`config.mk`:
```
export PLATFORM = sky130hd
export DESIGN_NAME = exe_top
export DESIGN_NICKNAME = d
export VERILOG_FILES = /design/src/exe_pkg.sv /design/src/skid_buffer.sv /design/src/alu.sv /design/src/divider.sv /design/src/lsu_req.sv /design/src/exe_stage.sv /design/src/exe_top.sv
export SDC_FILE = /design/constraint.sdc
export NUM_CORES = 2
export LEC_CHECK = 0
export BUFFER_PORTS_ARGS = -buffer_cell sky130_fd_sc_hd__clkbuf_2
export CAP_MARGIN = 10
export CORE_MARGIN = 5
export CORE_UTILIZATION = 35
export DETAILED_ROUTE_END_ITERATION = 12
export SYNTH_ARGS = -nofsm -noshare
export SYNTH_HDL_FRONTEND = slang
export SYNTH_HIERARCHICAL = 1
export SYNTH_SLANG_ARGS = --single-unit
export TNS_END_PERCENT = 10
```
`constraint.sdc`:
```
create_clock -name clk -period 18.1 [get_ports clk]
set_clock_uncertainty 0.15 [all_clocks]
set_input_delay 3.62 -clock clk [delete_from_list [all_inputs] [get_ports clk]]
set_output_delay 3.62 -clock clk [all_outputs]
set_load 0.005 [all_outputs]
```
`src/exe_pkg.sv`:
```
package exe_pkg;

    localparam int XLEN = 32;

    typedef enum logic [4:0] {
        op_add,
        op_sub,
        op_slt,
        op_sltu,
        op_and,
        op_or,
        op_nor,
        op_xor,
        op_sll,
        op_srl,
        op_sra,
        op_lui,
        op_mul_w,
        op_mulh_w,
        op_mulh_wu,
        op_div_w,
        op_mod_w,
        op_div_wu,
        op_mod_wu,
        op_ld_b,
        op_ld_bu,
        op_ld_h,
        op_ld_hu,
        op_ld_w,
        op_st_b,
        op_st_h,
        op_st_w
    } exe_op_e;

    // decoded operation from the decode side
    typedef struct packed {
        logic [7:0]      tag;
        exe_op_e         op;
        logic            src1_is_pc;
        logic            src2_is_imm;
        logic [XLEN-1:0] pc;
        logic [XLEN-1:0] rj_value;
        logic [XLEN-1:0] rkd_value;
        logic [XLEN-1:0] imm;
        logic [4:0]      dest;
    } exe_req_t;

    typedef struct packed {
        logic [7:0]      tag;
        logic [4:0]      dest;
        logic [XLEN-1:0] result;
        logic            is_load;
        logic            is_store;
        logic            ale;
    } exe_rsp_t;

    // size: 0 byte, 1 halfword, 2 word
    typedef struct packed {
        logic            wr;
        logic [1:0]      size;
        logic [3:0]      wstrb;
        logic [XLEN-1:0] addr;
        logic [XLEN-1:0] wdata;
    } sram_req_t;

endpackage

```
`src/skid_buffer.sv`:
```
`timescale 1ns/1ns

module skid_buffer #(
    parameter type T = logic
) (
    input  logic clk,
    input  logic reset,
    input  logic up_valid,
    output logic up_ready,
    input  T     up_data,
    output logic down_valid,
    input  logic down_ready,
    output T     down_data
);

    logic main_valid;
    logic full;
    logic up_fire;
    T     main_data;
    T     skid_data;

    // ready comes straight from the full flop
    assign up_ready   = !full;
    assign up_fire    = up_valid && !full;
    assign down_valid = main_valid;
    assign down_data  = main_data;

    always_ff @(posedge clk)
    begin
        if (reset)
        begin
            main_valid <= 1'b0;
            full       <= 1'b0;
        end
        else if (!main_valid || down_ready)
        begin
            main_valid <= full || up_fire;
            full       <= 1'b0;
        end
        else if (up_fire)
        begin
            full <= 1'b1;
        end
    end

    // skid entry drains into main first
    always_ff @(posedge clk)
    begin
        if (!main_valid || down_ready)
        begin
            if (full)
                main_data <= skid_data;
            else if (up_fire)
                main_data <= up_data;
        end
        else if (up_fire)
        begin
            skid_data <= up_data;
        end
    end

endmodule

```
`src/alu.sv`:
```
`timescale 1ns/1ns

module alu
    import exe_pkg::*;
(
    input  exe_op_e         op,
    input  logic [XLEN-1:0] src1,
    input  logic [XLEN-1:0] src2,
    output logic [XLEN-1:0] result
);

    logic [4:0]      shamt;
    logic [XLEN-1:0] sum;
    logic [XLEN-1:0] diff;

    assign shamt = src2[4:0];
    assign sum   = src1 + src2;
    assign diff  = src1 - src2;

    always_comb
    begin
        case (op)
            op_sub:  result = diff;
            op_slt:  result = {{(XLEN-1){1'b0}}, $signed(src1) < $signed(src2)};
            op_sltu: result = {{(XLEN-1){1'b0}}, src1 < src2};
            op_and:  result = src1 & src2;
            op_or:   result = src1 | src2;
            op_nor:  result = ~(src1 | src2);
            op_xor:  result = src1 ^ src2;
            op_sll:  result = src1 << shamt;
            op_srl:  result = src1 >> shamt;
            op_sra:  result = $unsigned($signed(src1) >>> shamt);
            op_lui:  result = src2;
            // add, and address generation for loads and stores
            default: result = sum;
        endcase
    end

endmodule

```
`src/divider.sv`:
```
`timescale 1ns/1ns

module divider
    import exe_pkg::*;
(
    input  logic            clk,
    input  logic            reset,
    input  logic            start,
    input  logic            is_signed,
    input  logic [XLEN-1:0] dividend,
    input  logic [XLEN-1:0] divisor,
    output logic            busy,
    output logic            done,
    output logic [XLEN-1:0] quotient,
    output logic [XLEN-1:0] remainder
);

    logic [4:0]      count;
    logic [XLEN-1:0] rem_q;
    logic [XLEN-1:0] quo_q;
    logic [XLEN-1:0] den_q;
    logic            quo_neg;
    logic            rem_neg;
    logic            zero_div;
    logic            dividend_neg;
    logic            divisor_neg;
    logic [XLEN-1:0] dividend_mag;
    logic [XLEN-1:0] divisor_mag;
    logic [XLEN:0]   partial;
    logic [XLEN+1:0] trial;

    assign dividend_neg = is_signed && dividend[XLEN-1];
    assign divisor_neg  = is_signed && divisor[XLEN-1];
    assign dividend_mag = dividend_neg ? -dividend : dividend;
    assign divisor_mag  = divisor_neg ? -divisor : divisor;

    // one restoring step, top bit of trial is the borrow
    assign partial = {rem_q, quo_q[XLEN-1]};
    assign trial   = {1'b0, partial} - {2'b00, den_q};

    always_ff @(posedge clk)
    begin
        if (reset)
        begin
            busy  <= 1'b0;
            done  <= 1'b0;
            count <= '0;
        end
        else
        begin
            done <= 1'b0;
            if (start && !busy)
            begin
                busy  <= 1'b1;
                count <= '0;
            end
            else if (busy)
            begin
                count <= count + 5'd1;
                if (count == 5'd31)
                begin
                    busy <= 1'b0;
                    done <= 1'b1;
                end
            end
        end
    end

    always_ff @(posedge clk)
    begin
        if (start && !busy)
        begin
            rem_q    <= '0;
            quo_q    <= dividend_mag;
            den_q    <= divisor_mag;
            quo_neg  <= dividend_neg ^ divisor_neg;
            rem_neg  <= dividend_neg;
            zero_div <= (divisor == '0);
        end
        else if (busy)
        begin
            quo_q <= {quo_q[XLEN-2:0], !trial[XLEN+1]};
            if (!trial[XLEN+1])
                rem_q <= trial[XLEN-1:0];
            else
                rem_q <= partial[XLEN-1:0];
        end
    end

    // sign fix-up on the way out
    // most negative / -1 wraps back to the dividend on its own
    assign quotient  = zero_div ? '1 : (quo_neg ? -quo_q : quo_q);
    assign remainder = rem_neg ? -rem_q : rem_q;

endmodule

```
`src/lsu_req.sv`:
```
`timescale 1ns/1ns

module lsu_req
    import exe_pkg::*;
(
    input  exe_op_e         op,
    input  logic [XLEN-1:0] addr,
    input  logic [XLEN-1:0] store_value,
    output logic [1:0]      size,
    output logic [3:0]      wstrb,
    output logic [XLEN-1:0] wdata,
    output logic            is_load,
    output logic            is_store,
    output logic            ale
);

    logic [3:0] lane_mask;

    assign is_load  = op inside {op_ld_b, op_ld_bu, op_ld_h, op_ld_hu, op_ld_w};
    assign is_store = op inside {op_st_b, op_st_h, op_st_w};

    always_comb
    begin
        case (op)
            op_ld_b, op_ld_bu, op_st_b: size = 2'd0;
            op_ld_h, op_ld_hu, op_st_h: size = 2'd1;
            default:                    size = 2'd2;
        endcase
    end

    // byte lanes at the address offset
    always_comb
    begin
        case (size)
            2'd0:    lane_mask = 4'b0001 << addr[1:0];
            2'd1:    lane_mask = 4'b0011 << addr[1:0];
            default: lane_mask = 4'b1111;
        endcase
    end

    assign wstrb = is_store ? lane_mask : 4'b0000;

    always_comb
    begin
        case (size)
            2'd0:    wdata = {4{store_value[7:0]}};
            2'd1:    wdata = {2{store_value[15:0]}};
            default: wdata = store_value;
        endcase
    end

    assign ale = (is_load || is_store) &&
                 ((size == 2'd2 && addr[1:0] != 2'b00) || (size == 2'd1 && addr[0]));

endmodule

```
`src/exe_stage.sv`:
```
`timescale 1ns/1ns

module exe_stage
    import exe_pkg::*;
(
    input  logic      clk,
    input  logic      reset,
    input  logic      up_valid,
    output logic      up_ready,
    input  exe_req_t  up_req,
    output logic      down_valid,
    input  logic      down_ready,
    output exe_rsp_t  down_rsp,
    output logic      sram_valid,
    output sram_req_t sram_req,
    input  logic      sram_addr_ok
);

    exe_req_t          req_q;
    logic              es_valid;
    logic              ready_go;
    logic              up_fire;
    logic [XLEN-1:0]   src1;
    logic [XLEN-1:0]   src2;
    logic [XLEN-1:0]   alu_result;
    logic [XLEN-1:0]   result;

    logic              is_mul;
    logic              is_div;
    logic              is_mem;
    logic [XLEN:0]     mul_src1;
    logic [XLEN:0]     mul_src2;
    logic [2*XLEN+1:0] product;
    logic [XLEN-1:0]   mul_result;

    logic              div_signed;
    logic              div_start;
    logic              div_issued;
    logic              div_done_q;
    logic              div_busy;
    logic              div_done;
    logic [XLEN-1:0]   quotient;
    logic [XLEN-1:0]   remainder;
    logic [XLEN-1:0]   div_result;

    logic [1:0]        mem_size;
    logic [3:0]        mem_wstrb;
    logic [XLEN-1:0]   mem_wdata;
    logic              is_load;
    logic              is_store;
    logic              ale;

    assign up_fire = up_valid && up_ready;

    always_ff @(posedge clk)
    begin
        if (reset)
            es_valid <= 1'b0;
        else if (up_ready)
            es_valid <= up_valid;
    end

    always_ff @(posedge clk)
    begin
        if (up_fire)
            req_q <= up_req;
    end

    assign src1 = req_q.src1_is_pc ? req_q.pc : req_q.rj_value;
    assign src2 = req_q.src2_is_imm ? req_q.imm : req_q.rkd_value;

    alu alu_inst (
        .op     (req_q.op),
        .src1   (src1),
        .src2   (src2),
        .result (alu_result)
    );

    // 33x33 signed product covers both mulh forms
    assign is_mul   = req_q.op inside {op_mul_w, op_mulh_w, op_mulh_wu};
    assign mul_src1 = {req_q.op == op_mulh_w && src1[XLEN-1], src1};
    assign mul_src2 = {req_q.op == op_mulh_w && src2[XLEN-1], src2};
    assign product  = $signed(mul_src1) * $signed(mul_src2);
    assign mul_result = (req_q.op == op_mul_w) ? product[XLEN-1:0] : product[2*XLEN-1:XLEN];

    assign is_div     = req_q.op inside {op_div_w, op_mod_w, op_div_wu, op_mod_wu};
    assign div_signed = req_q.op inside {op_div_w, op_mod_w};
    assign div_start  = es_valid && is_div && !div_issued && !div_busy;

    // per-operation divider progress, cleared when the next op comes in
    always_ff @(posedge clk)
    begin
        if (reset || up_fire)
        begin
            div_issued <= 1'b0;
            div_done_q <= 1'b0;
        end
        else
        begin
            if (div_start)
                div_issued <= 1'b1;
            if (div_done)
                div_done_q <= 1'b1;
        end
    end

    divider divider_inst (
        .clk       (clk),
        .reset     (reset),
        .start     (div_start),
        .is_signed (div_signed),
        .dividend  (src1),
        .divisor   (src2),
        .busy      (div_busy),
        .done      (div_done),
        .quotient  (quotient),
        .remainder (remainder)
    );

    assign div_result = (req_q.op inside {op_div_w, op_div_wu}) ? quotient : remainder;

    lsu_req lsu_req_inst (
        .op          (req_q.op),
        .addr        (alu_result),
        .store_value (req_q.rkd_value),
        .size        (mem_size),
        .wstrb       (mem_wstrb),
        .wdata       (mem_wdata),
        .is_load     (is_load),
        .is_store    (is_store),
        .ale         (ale)
    );

    assign is_mem = is_load || is_store;

    // a load's result is its address
    assign result = is_mul ? mul_result : (is_div ? div_result : alu_result);

    always_comb
    begin
        if (is_div)
            ready_go = div_done || div_done_q;
        else if (is_mem && !ale)
            ready_go = sram_valid && sram_addr_ok;
        else
            ready_go = 1'b1;
    end

    // only ask the SRAM when the response has somewhere to go
    assign sram_valid = es_valid && is_mem && !ale && down_ready;
    assign sram_req   = '{wr: is_store, size: mem_size, wstrb: mem_wstrb,
                          addr: alu_result, wdata: mem_wdata};

    assign up_ready   = !es_valid || (ready_go && down_ready);
    assign down_valid = es_valid && ready_go;
    assign down_rsp   = '{tag: req_q.tag, dest: req_q.dest, result: result,
                          is_load: is_load, is_store: is_store, ale: ale};

endmodule

```
`src/exe_top.sv`:
```
`timescale 1ns/1ns

module exe_top
    import exe_pkg::*;
(
    input  logic      clk,
    input  logic      reset,
    input  logic      in_valid,
    output logic      in_ready,
    input  exe_req_t  in_req,
    output logic      out_valid,
    input  logic      out_ready,
    output exe_rsp_t  out_rsp,
    output logic      sram_valid,
    output sram_req_t sram_req,
    input  logic      sram_addr_ok
);

    logic     stage_in_valid;
    logic     stage_in_ready;
    exe_req_t stage_in_req;
    logic     stage_out_valid;
    logic     stage_out_ready;
    exe_rsp_t stage_out_rsp;

    skid_buffer #(
        .T (exe_req_t)
    ) in_slice (
        .clk        (clk),
        .reset      (reset),
        .up_valid   (in_valid),
        .up_ready   (in_ready),
        .up_data    (in_req),
        .down_valid (stage_in_valid),
        .down_ready (stage_in_ready),
        .down_data  (stage_in_req)
    );

    exe_stage stage (
        .clk          (clk),
        .reset        (reset),
        .up_valid     (stage_in_valid),
        .up_ready     (stage_in_ready),
        .up_req       (stage_in_req),
        .down_valid   (stage_out_valid),
        .down_ready   (stage_out_ready),
        .down_rsp     (stage_out_rsp),
        .sram_valid   (sram_valid),
        .sram_req     (sram_req),
        .sram_addr_ok (sram_addr_ok)
    );

    skid_buffer #(
        .T (exe_rsp_t)
    ) out_slice (
        .clk        (clk),
        .reset      (reset),
        .up_valid   (stage_out_valid),
        .up_ready   (stage_out_ready),
        .up_data    (stage_out_rsp),
        .down_valid (out_valid),
        .down_ready (out_ready),
        .down_data  (out_rsp)
    );

endmodule

```
# Word-level counts from Yosys, hierarchy flattened
# Cells that the tools add are included.
dict set report totals {
  ff_bits 653
  output_inout_bits 122
  wordCells 198
}
dict set report op_classes {
  n_addsub 8
  multipliers 1
  order_cmp 2
  eq_ne 29
  shift 5
  mux 29
  bitwise 8
  n_reduce_logical 61
}
# operator count
set ops {}
lappend ops {{$mux 32} 14}
lappend ops {{$pmux 32 s11} 1}
lappend ops {{$mux 148} 2}
lappend ops {{$neg 32->32} 4}
lappend ops {{$mux 48} 2}
lappend ops {{$lt 32x32->1} 2}
lappend ops {{$mul 33x33->64} 1}
lappend ops {{$pmux 32 s2} 1}
lappend ops {{$eq 5x5->1 const B} 12}
lappend ops {{$eq 5x4->1 const B} 8}
lappend ops {{$sub 33x32->34} 1}
lappend ops {{$add 32x32->32} 1}
lappend ops {{$and 32x32->32} 1}
lappend ops {{$logic_not 32->1} 1}
lappend ops {{$not 32->32} 1}
lappend ops {{$or 32x32->32} 1}
lappend ops {{$shl 32x5->32} 1}
lappend ops {{$shr 32x5->32} 1}
lappend ops {{$sshr 32x5->32} 1}
lappend ops {{$sub 32x32->32} 1}
lappend ops {{$xor 32x32->32} 1}
lappend ops {{$logic_and 1x1->1} 21}
lappend ops {{$eq 5x3->1 const B} 4}
lappend ops {{$reduce_bool 2->1} 6}
lappend ops {{other kinds (22)} 54}

# Logic depth before layout (Yosys ltp)
dict set report logic_depth {
  depth_word 19
  ltp_mapped 34
  ltp_nobuf 30
}

# Hierarchy
# The synthesis kept the hierarchy.
# module n_inst cells_each area_each_um2
set modules_own_cells {}
lappend modules_own_cells {exe_stage 1 4749 44216.2}
lappend modules_own_cells {{skid_buffer at in_slice} 1 470 11116.9}
lappend modules_own_cells {alu 1 1352 9467.8}
lappend modules_own_cells {divider 1 1018 8525.7}
lappend modules_own_cells {{skid_buffer at out_slice} 1 159 3792.4}
lappend modules_own_cells {lsu_req 1 75 579.3}

# Worst setup path after synthesis
# No wires, ideal clock.
dict set report synth_timing {
  path_type {register to register}
  start {register stage/req_q[133] (netlist bit)}
  end {register in_slice/skid_data[0] (netlist bit) (enable)}
  setup_ps 866
  arrival_time_ps 17018
  path_slack_ps 65
  path_stages_with_launch 29
  n_path_buf 8
  path_cell_list {edfxtp_1 -> clkbuf_1 -> buf_1 -> buf_1 -> mux2i_1 -> inv_1 -> clkbuf_1 -> clkbuf_1 -> inv_1 -> buf_1 -> clkbuf_1 -> ha_1 -> buf_2 -> nor2_1 -> a2111oi_2 -> o21ai_1 -> nand4_1 -> nand4_1 -> nand2_1 -> o31a_1 -> o2111ai_1 -> o211ai_1 -> nor2_1 -> a211oi_1 -> o21bai_1 -> o311ai_0 -> nand2_1 -> nand2b_1 -> nor3b_1}
}
# item line
set synth_lines {}
lappend synth_lines {{start: declaration} exe_stage.sv:19} ;# exe_req_t req_q;
lappend synth_lines {{start signal: assignment} exe_stage.sv:66} ;# req_q <= up_req;
lappend synth_lines {{end signal: assignment} skid_buffer.sv:58} ;# skid_data <= up_data;
lappend synth_lines {{end: declaration} skid_buffer.sv:20} ;# T skid_data;

==> impl_metrics.json <==
{
  "gp_congestion": 0.990,
  "layout.nets": 9553,
  "rsz0062_at_grt": "no",
  "fmax_ghz": 0.0858,
  "cts_made_buffers": 71,
  "synth_nets": 9451,
  "finalCritPeriodShare_pct": 64.4,
  "grt_pass1_wl_um": 422000,
  "die_area_um2": 232000,
  "drc": 0,
  "ant_nets": 0,
  "track_usage_pct": 24.6,
  "grt_pass1_vias": 61795,
  "hold_start": "in_slice/down_data[54]$_DFFE_PP_",
  "antenna_found_initial": 18,
  "cp.arrival_ns": 7.88,
  "portBuffers": 274,
  "finalSetupViolCount": 0,
  "yosysSeqAreaShare_pct": 24.6,
  "yosysTopAreaCellShare_pct": 29.1,
  "yosysTopAreaCell": "fa_1",
  "synth_seq_cells": 653,
  "vias": 60869,
  "ys.flop_type": "edfxtp_1",
  "clk_pin_slew_ns": 0.06,
  "min_to": "stage/req_q[54]$_DFFE_PP_",
  "hp-class": "reg -> reg",
  "ys_types": 116,
  "hold_buffers": 0,
  "core-area_um2": 222000,
  "r2r_start": "stage/req_q[138]$_DFFE_PP_",
  "criticalPathCategory": "reg -> out",
  "final_max_slew_viol_count": 0,
  "cts_buffer_depth": 3,
  "syn_to_final_growth_pct": 8.89,
  "die_y_um": 481,
  "worst_pin_slew_ns": 1.36,
  "wire_per_inst_um": 26.3,
  "synthCells": 7823,
  "initial_core_util_pct": 35.1,
  "crit_slowest_cell": "clkinv_1",
  "h-tree-depth": 3,
  "endpoint_kind": "primary output",
  "dr.pass1.iters": 8,
  "grt_max_degree": 131,
  "finalCriticalPeriod_ns": 11.65,
  "synthTopCellsByCount": "inv_1 (1,333), fa_1 (1,128), nand2_1 (1,066), nor2_1 (621), edfxtp_1 (607)",
  "hold_viol_final": 0,
  "cp_max_fo": 32,
  "synthesis.area_um2": 77700,
  "status": "finished clean",
  "setup_tns_ns": 0,
  "clkLatencyLatePin_ns": 0.68,
  "place_hpwl_um": 216000,
  "critPathRequiredTime_ns": 14.33,
  "cpPeakStageDelay_ns": 0.94,
  "async_reset_ff_share_pct": 0,
  "synth_most_common_cell": "inv_1",
  "io_pins": 275,
  "finalWirelength_um": 289000,
  "vias_per_cell": 5.55,
  "avgSynthCellArea_um2": 9.93,
  "maxCapViolations": 0,
  "yosys_warnings": 6,
  "layout-drive-gt1-share_pct": 12.0,
  "rrSetupSlack_ns": 7.26,
  "tritoncts": "done",
  "gr-total-overflow": 0,
  "cts_setup_buffers": 0,
  "synth_edf_count": 607,
  "start_kind": "flop",
  "cts_root_buf": "clkbuf_16",
  "die_w_um": 481,
  "drtIter0Drc": 7133,
  "path_cells": "buf_4, mux2i_1, buf_4, clkinv_1, buf_4, inv_1, ha_1, nor2_1, a2111oi_2, o21ai_1, nand4_1, nand4_1, nand2_1, o31a_1, o2111ai_1, o211ai_1, nor2_1, a211oi_1, o21bai_1, nor2_1, clkbuf_2",
  "r2r-end": "out_slice/down_data[31]$_DFFE_PP_",
  "fp-row-count": 173,
  "cts_resized": 0,
  "hold_path_depth": 0,
  "clock_sinks": 653,
  "max_slew_margin_pct": 9.53,
  "ff2ff_path_depth": 29,
  "synth_area_leaders": "fa_1 (29%), edfxtp_1 (23%), inv_1 (6.4%), ha_1 (5.6%), nand2_1 (5.1%)"
}
[layout by cell type, fill, tap and decap left out, types with 22 or more instances in the layout]
master     count
inv_1       1327
fa_1        1128
nand2_1     1065
nor2_1       618
edfxtp_1     607
ha_1         347
a21oi_1      279
clkbuf_2     274
o21ai_0      225
buf_4        184
mux2_4       137
xnor2_1      136
mux2i_1      135
mux2_2        93
xor2_1        86
nand3_1       77
clkbuf_16     73
nor3_1        69
a21o_1        65
mux4_2        53
and2_1        49
a211oi_1      48
o31ai_1       48
dfxtp_1       44
and3_1        41
o211ai_1      37
nand4_1       35
o21bai_1      34
a31oi_1       31
clkinv_1      27
o21ai_1       27
nand2b_1      24
a221oi_1      23
nor4_1        22
[per-layer routing]
metal / part of all wire (%) / vias up / global-route usage (%)
li1: - / 25726 / -
met4: 5.2 / 12 / 10.7
met2: 41 / 3598 / 35.0
met5: 0.080 / - / 0
met1: 42 / 30952 / 34.8
met3: 12 / 581 / 7.08
[cells by family after synthesis]
family / synth area share (%)
AND/OR/NAND/NOR: 11.8
adder cells (fa/ha/maj): 34.7
buffers and inverters: 9.19
AO/OA/AOI/OAI: 9.54
XOR/XNOR: 2.52
flip-flops: 24.6
multiplexers: 7.62
[worst max-delay path by stage]
stage,cells past startpoint,startpoint,to
finish,21,stage/req_q[134]$_DFFE_PP_,sram_valid
global placement,21,stage/req_q[133]$_DFFE_PP_,sram_valid
detailed placement,29,stage/req_q[138]$_DFFE_PP_,out_slice/down_data[30]$_DFFE_PP_
floorplan,28,stage/req_q[133]$_DFFE_PP_,in_slice/skid_data[0]$_DFFE_PP_
CTS,21,stage/req_q[133]$_DFFE_PP_,sram_valid
global route,21,stage/req_q[134]$_DFFE_PP_,sram_valid
[area by class of cell]
cell class	count	area (µm²)
Clock inverter	35	309
Clock buffer	90	1890
Fill cell	21957	137000
Timing Repair Buffer	459	2770
Antenna cell	9	22.5
Sequential cell	653	19200
Multi-Input combinational cell	5378	51600
Inverter	1362	5120
Tap cell	2975	3720
[through the flow]
stage / utilization, % / hold slack [ns] / instance area (µm²) / setup slack [ns] / cells
floorplan: - / 0.250 / 77700 / 0.0653 / 7823
global placement: 37.2 / 0.251 / 82400 / 6.87 / 10826
detailed placement: 37.2 / 0.255 / 82400 / 7.40 / 10827
CTS: 38.2 / 0.252 / 84600 / 6.70 / 10952
global route: 38.2 / 0.260 / 84600 / 6.31 / 10952
finish: 38.2 / 0.257 / 84600 / 6.45 / 10961
[state kept, by name (all words and copies together) (netlist names), 5 cells and up]
register	count
in_slice/down_data	148
in_slice/skid_data	148
stage/req_q	135
out_slice/down_data	48
out_slice/skid_data	48
stage/divider_inst/den_q	32
stage/divider_inst/quo_q	32
stage/divider_inst/rem_q	32
stage/down_rsp	13
stage/divider_inst/count	5
[worst max-delay path: cells and delay by family (launching register included)]
kind / cells / cell delay (ns)
compound gates: 7 / 2.64
simple gates: 6 / 0.98
flops: 1 / 0.31
fa+ha+maj: 1 / 0.30
mux: 1 / 0.27
buf+inv: 6 / 2.65
Power is left out: the tool's default activity adds up to more than one toggle a clock period on the data nets, which glitch-free logic cannot reach.
